File: src/logic/ifu_config.svh
`ifndef IFU_CONFIG_SVH
`define IFU_CONFIG_SVH

// first fetch address out of reset
`define IFU_RESET_PC 64'h0000_0000_8000_0000

// datapath width of the core
`define IFU_XLEN 64

// instruction ram geometry, 64-bit words
`define IFU_IMEM_DEPTH 256
// word index width, log2 of depth
`define IFU_IMEM_AW 8

// decode buffer depth, one credit per slot
`define IFU_CREDITS 4
// counter width, must hold IFU_CREDITS
`define IFU_CREDIT_W 3

`endif

File: src/logic/ifu_pkg.sv
`include "ifu_config.svh"

package ifu_pkg;

	// ****************************************
	// basic vector types
	// ****************************************

	// byte address, pc and dnpc
	typedef logic [`IFU_XLEN-1:0] addr_t;
	// one rv instruction
	typedef logic [31:0] inst_t;
	// one instruction ram word, two instructions
	typedef logic [`IFU_XLEN-1:0] word_t;
	// ram word index
	typedef logic [`IFU_IMEM_AW-1:0] widx_t;
	// decode buffer credits
	typedef logic [`IFU_CREDIT_W-1:0] credit_t;
	// redirect generation
	typedef logic epoch_t;

	// ****************************************
	// bundles between the stages
	// ****************************************

	// fetch request, pc stage to ram and on to align
	typedef struct packed {
		logic   valid;
		addr_t  pc;
		epoch_t epoch;
	} fetch_req_t;

	// packet handed to decode
	typedef struct packed {
		addr_t pc;
		inst_t inst;
		logic  is_ctrl;
	} fetch_pkt_t;

endpackage

File: src/logic/ifu_pc.sv
`timescale 1ns/1ps
`include "ifu_config.svh"

module ifu_pc (
	input  logic                clk,
	input  logic                rst_n,
	input  logic                fetch_en,
	input  logic                pc_update,
	input  ifu_pkg::addr_t      dnpc,
	input  logic                credit_ret,
	input  logic                drop,
	output ifu_pkg::fetch_req_t req,
	output ifu_pkg::epoch_t     cur_epoch
);
	import ifu_pkg::*;

	// architectural fetch pointer
	addr_t   pc_q;
	// toggles on every redirect
	epoch_t  epoch_q;
	// free slots in decode buffer, minus in flight
	credit_t credit_q;
	credit_t credit_next;
	logic    issue;
	// one spare bit so return plus refund cannot wrap
	logic [`IFU_CREDIT_W:0] credit_sum;

	// ****************************************
	// issue decision
	// ****************************************

	// redirect cycle is a bubble
	// no credit means decode may not be able to take the packet
	assign issue = fetch_en && (credit_q != '0) && !pc_update;

	// request goes out in the same cycle as the decision
	always_comb begin
		req.valid = issue;
		req.pc    = pc_q;
		req.epoch = epoch_q;
	end

	// align compares against the epoch that will be live after this edge,
	// so the response sitting in the ram register during a redirect is
	// already treated as stale
	assign cur_epoch = epoch_q ^ pc_update;

	// ****************************************
	// credit accounting
	// ****************************************

	always_comb begin
		// returns from decode and refunds for dropped packets
		credit_sum = {1'b0, credit_q} + {{`IFU_CREDIT_W{1'b0}}, credit_ret}
			+ {{`IFU_CREDIT_W{1'b0}}, drop} - {{`IFU_CREDIT_W{1'b0}}, issue};
		// saturate at buffer depth
		if (credit_sum > (`IFU_CREDIT_W+1)'(`IFU_CREDITS))
			credit_next = credit_t'(`IFU_CREDITS);
		else
			credit_next = credit_sum[`IFU_CREDIT_W-1:0];
	end

	// ****************************************
	// state registers
	// ****************************************

	always_ff @(posedge clk or negedge rst_n) begin
		if (!rst_n) begin
			pc_q     <= `IFU_RESET_PC;
			epoch_q  <= '0;
			credit_q <= credit_t'(`IFU_CREDITS);
		end else begin
			// redirect wins over sequential advance
			if (pc_update) begin
				pc_q    <= dnpc;
				epoch_q <= ~epoch_q;
			end else if (issue) begin
				pc_q <= pc_q + addr_t'(4);
			end
			credit_q <= credit_next;
		end
	end

endmodule

File: config.mk
export PLATFORM = sky130hd
export DESIGN_NAME = ifu_pc
export DESIGN_NICKNAME = d
export VERILOG_FILES = /design/src/logic/ifu_pkg.sv /design/src/logic/ifu_pc.sv
export VERILOG_INCLUDE_DIRS = /design/src /design/src/logic
export SDC_FILE = /design/constraint.sdc
export NUM_CORES = 1
export LEC_CHECK = 0
export BUFFER_PORTS_ARGS = -buffer_cell sky130_fd_sc_hd__buf_2
export CAP_MARGIN = 30
export CELL_PAD_IN_SITES_DETAIL_PLACEMENT = 0
export CELL_PAD_IN_SITES_GLOBAL_PLACEMENT = 2
export CORE_AREA = 2 2 117 119
export CTS_BUF_LIST = sky130_fd_sc_hd__clkbuf_4
export CTS_CLUSTER_DIAMETER = 50
export DETAILED_ROUTE_END_ITERATION = 16
export DIE_AREA = 0 0 119 121
export PLACE_DENSITY_LB_ADDON = 0.1
export SLEW_MARGIN = 40
export SYNTH_ARGS = -nofsm -noshare
export SYNTH_HDL_FRONTEND = slang
export SYNTH_SLANG_ARGS = --single-unit
File: constraint.sdc
create_clock -name clk -period 5 [get_ports clk]
set_input_delay 0.25 -clock clk [delete_from_list [all_inputs] [get_ports clk]]
set_output_delay 0.25 -clock clk [all_outputs]
set_load 0.005 [all_outputs]
==> run metrics <==
PnR worst setup slack 1800 ps; maximum vdd drop 0.181 mV; Final Hold Viols 0; DR pass1 iterations 4; RSZ-0062 raised after global routing false; CTS H-tree lvls 3; Core Region 0.0131 mm²; Crit Path Class flop to flop; Crit. Startpoint credit_q[0]$_DFF_PN0_; WL final 13,000 µm; Final min period 3200 ps; hold wc startpoint dnpc[26]; crit path launch type flop; Via density 5.12; max cap viols 0; ANT cells 0; pre-CTS setup slack 1850 ps; # IOs 137; std cell rows 42; drc violations 0; launch point of the worst reg-to-reg path credit_q[0]$_DFF_PN0_; crit path DAT 3560 ps; CTS buffer count 9; drt initial violations 229; CTS Sinks 68; class of the worst hold path primary input to flop; critical-path cell list o31ai_2 -> nor2_1 -> ha_1 -> inv_1 -> fa_1 -> fa_1 -> and2_1 -> o21ai_0 -> o21ai_0 -> o21a_1 -> and2_1; Vias 4,196; Slew headroom 46.2%; Port Buffer Count 136; die outline area 0.0144 mm²; worst-margin pin slew 801 ps; top_reg_cell synth dfrtp_1; sequential share of the synthesized area 41.4%; Post-synth EDFFs 0; Avg Synthesized Cell Area 8.61 µm²; P_leak 0.00229 µW; Hold WS 16.7 ps; Core Util, Final 41.9%; top cells by area, synth dfrtp_1 (40%), nand2_1 (6.4%), o21ai_0 (6.1%); CP peak stage delay 600 ps; Commonest cells post-synth nand2_1 (70), dfrtp_1 (66), o21ai_0 (50), xnor2_1 (27), nor4_1 (26); clk root buf clkbuf_4; PD cells 276 mW/mm²; largest net degree at the start of global routing 69; maximum buffer depth of the clock tree 2; first-pass GRT wire length 20,500 µm; crit-path leading delay family adder cells; Post-Synthesis Cells 478; WP buf/inv 1; slowest cell on the critical path o31ai_2; wire length per cell 15.8 µm; #FFs+latches synth 68; Layout Nets 715; Fill cells 1,373; Area Overhead vs Synth 33.0%; Final Setup Violations 0; vias in the first global route 3,983; leading area contributor after synthesis dfrtp_1; GRT Total Usage 18.1%; CP endpoint kind flop; status finished, final reports clean; Worst Skew 13.9 ps; syn nets 554; Post-Syn Area 0.00412 mm²; grt ovf 0; top cell type's share of synthesized area 40.1%; die height 121 µm; Starting Density 31.5%; initial antenna violation count 0; Ys Warns 0; worst skew pair latency 450 ps; final period utilization 64.1%; share of cells above drive strength 1 26.1%; WP data required 5350 ps; Cell variety after synth 48; Fmax achieved 312 MHz; HPWL after detailed placement 9260 µm; critical path fanouts, max 7; clock tree from TritonCTS yes; setup TNS 0 ps; clock slew at reported path FFs 120 ps; Final Max Tran Viols 0; gp weighted congestion 0.774; die width 119 µm; Pwr Total 1510 µW; dominant cell by count in the synthesized netlist nand2_1; Synth async-reset ratio 100%; remaining antenna violation count 0; postcts setup bufs 0
==> area by class of cell <==
class | instances | area, µm² | area share [%]
inverter | 13 | 48.8 | 0.891
multi-input combinational | 372 | 2270 | 41.5
sequential | 68 | 1700 | 31.1
clock inverter | 7 | 91.3 | 1.67
tap | 176 | 220 | 4.02
timing repair buffer | 175 | 1070 | 19.6
clock buffer | 9 | 67.6 | 1.23
==> kinds of logic (layout without fill, tap and decap cells) <==
kind of cell	Yosys count	count (layout)	synth area share, %
flip-flops	68	68	41.4
adder cells (fa/ha/maj)	6	6	2.19
XOR/XNOR	41	41	8.72
buffers and inverters	38	204	3.68
multiplexers	10	10	2.52
AND/OR/NAND/NOR	233	233	29.8
AO/OA/AOI/OAI	82	82	11.7
==> final timing paths <==
check / endpoint / slack (ps) / depth (start not counted)
min in group asynchronous: pc_q[28]$_DFFE_PN0N_ / 380 / 2
worst max register to register: credit_q[1]$_DFF_PN0_ / 1800 / 11
worst min-delay path: pc_q[26]$_DFFE_PN0N_ / 20 / 3
worst min register to register: epoch_q$_DFFE_PN0P_ / 520 / 1
worst max-delay path: credit_q[1]$_DFF_PN0_ / 1800 / 11
max in group asynchronous: credit_q[1]$_DFF_PN0_ / 4180 / 2
==> layout by cell type (no fill, tap or decap), drive strengths merged, types with 2 or more instances in the layout <==
master / Yosys / routed
buf: 5 / 139
and3: 6 / 6
dfrtp: 66 / 66
bufinv: 0 / 2
nor2: 21 / 21
a22oi: 5 / 5
clkbuf: 20 / 9
dfstp: 2 / 2
nor2b: 10 / 10
nor4: 27 / 27
a31oi: 12 / 12
clkinvlp: 0 / 3
mux2i: 7 / 7
o31ai: 2 / 2
nand4: 26 / 26
dlygate4sd3: 0 / 36
xnor2: 27 / 27
inv: 13 / 13
clkinv: 0 / 2
nor3: 18 / 18
ha: 4 / 4
xor2: 14 / 14
fa: 2 / 2
and4: 3 / 3
nor4b: 2 / 2
or3: 10 / 10
o21ai: 51 / 51
mux2: 3 / 3
nand3: 24 / 24
and2: 6 / 6
or4: 6 / 6
nand2: 70 / 70
a221o: 3 / 3
a21oi: 2 / 2
==> sequential cells by signal, summed over array words and instances, names as in the netlist <==
| signal | flops |
|---|---|
| credit_q | 3 |
| pc_q | 64 |
| epoch_q | 1 |
==> power by group <==
part	leakage (µW)	switching [µW]	internal [µW]	total, µW
clock network	0.0000756	226	200	425
registers	0.000802	91.3	620	711
logic	0.00141	187	186	373
total	0.00229	504	1010	1510
==> metal layers <==
| layer | share of wire [%] | global-route usage, % | wire [µm] | vias up |
|---|---|---|---|---|
| met5 | 0 | 0 | 0 | - |
| met3 | 5.8 | 3.52 | 760 | 16 |
| met1 | 46 | 24.8 | 6040 | 1992 |
| met2 | 46 | 28.2 | 5980 | 127 |
| met4 | 1.6 | 6.77 | 214 | 0 |
| li1 | - | - | - | 2061 |
==> worst reg2reg max path, delay by kind of cell, from the launching register on <==
kind | cells | cell delay, ps
AOI/OAI and AO/OA | 4 | 1040
adders and majority gates | 3 | 1110
buffers and inverters | 1 | 40
DFF | 1 | 440
and+or+nand+nor | 3 | 470
==> what timing repair did <==
| action | in CTS | in global routing |
|---|---|---|
| endpoints found under the setup margin | 0 | 0 |
| resized for setup | 0 | 0 |
| hold buffers | 36 | 0 |
| endpoints found under the hold margin | 101 | 0 |
==> per-stage QoR <==
step	std cells	instance area, µm²
2_1_floorplan	478	4120
5_1_grt	820	5480
3_3_place_gp	768	4950
3_5_place_dp	768	4960
4_1_cts	820	5480
6_report	820	5480
No activity file was read; power rests on OpenSTA's default activity.
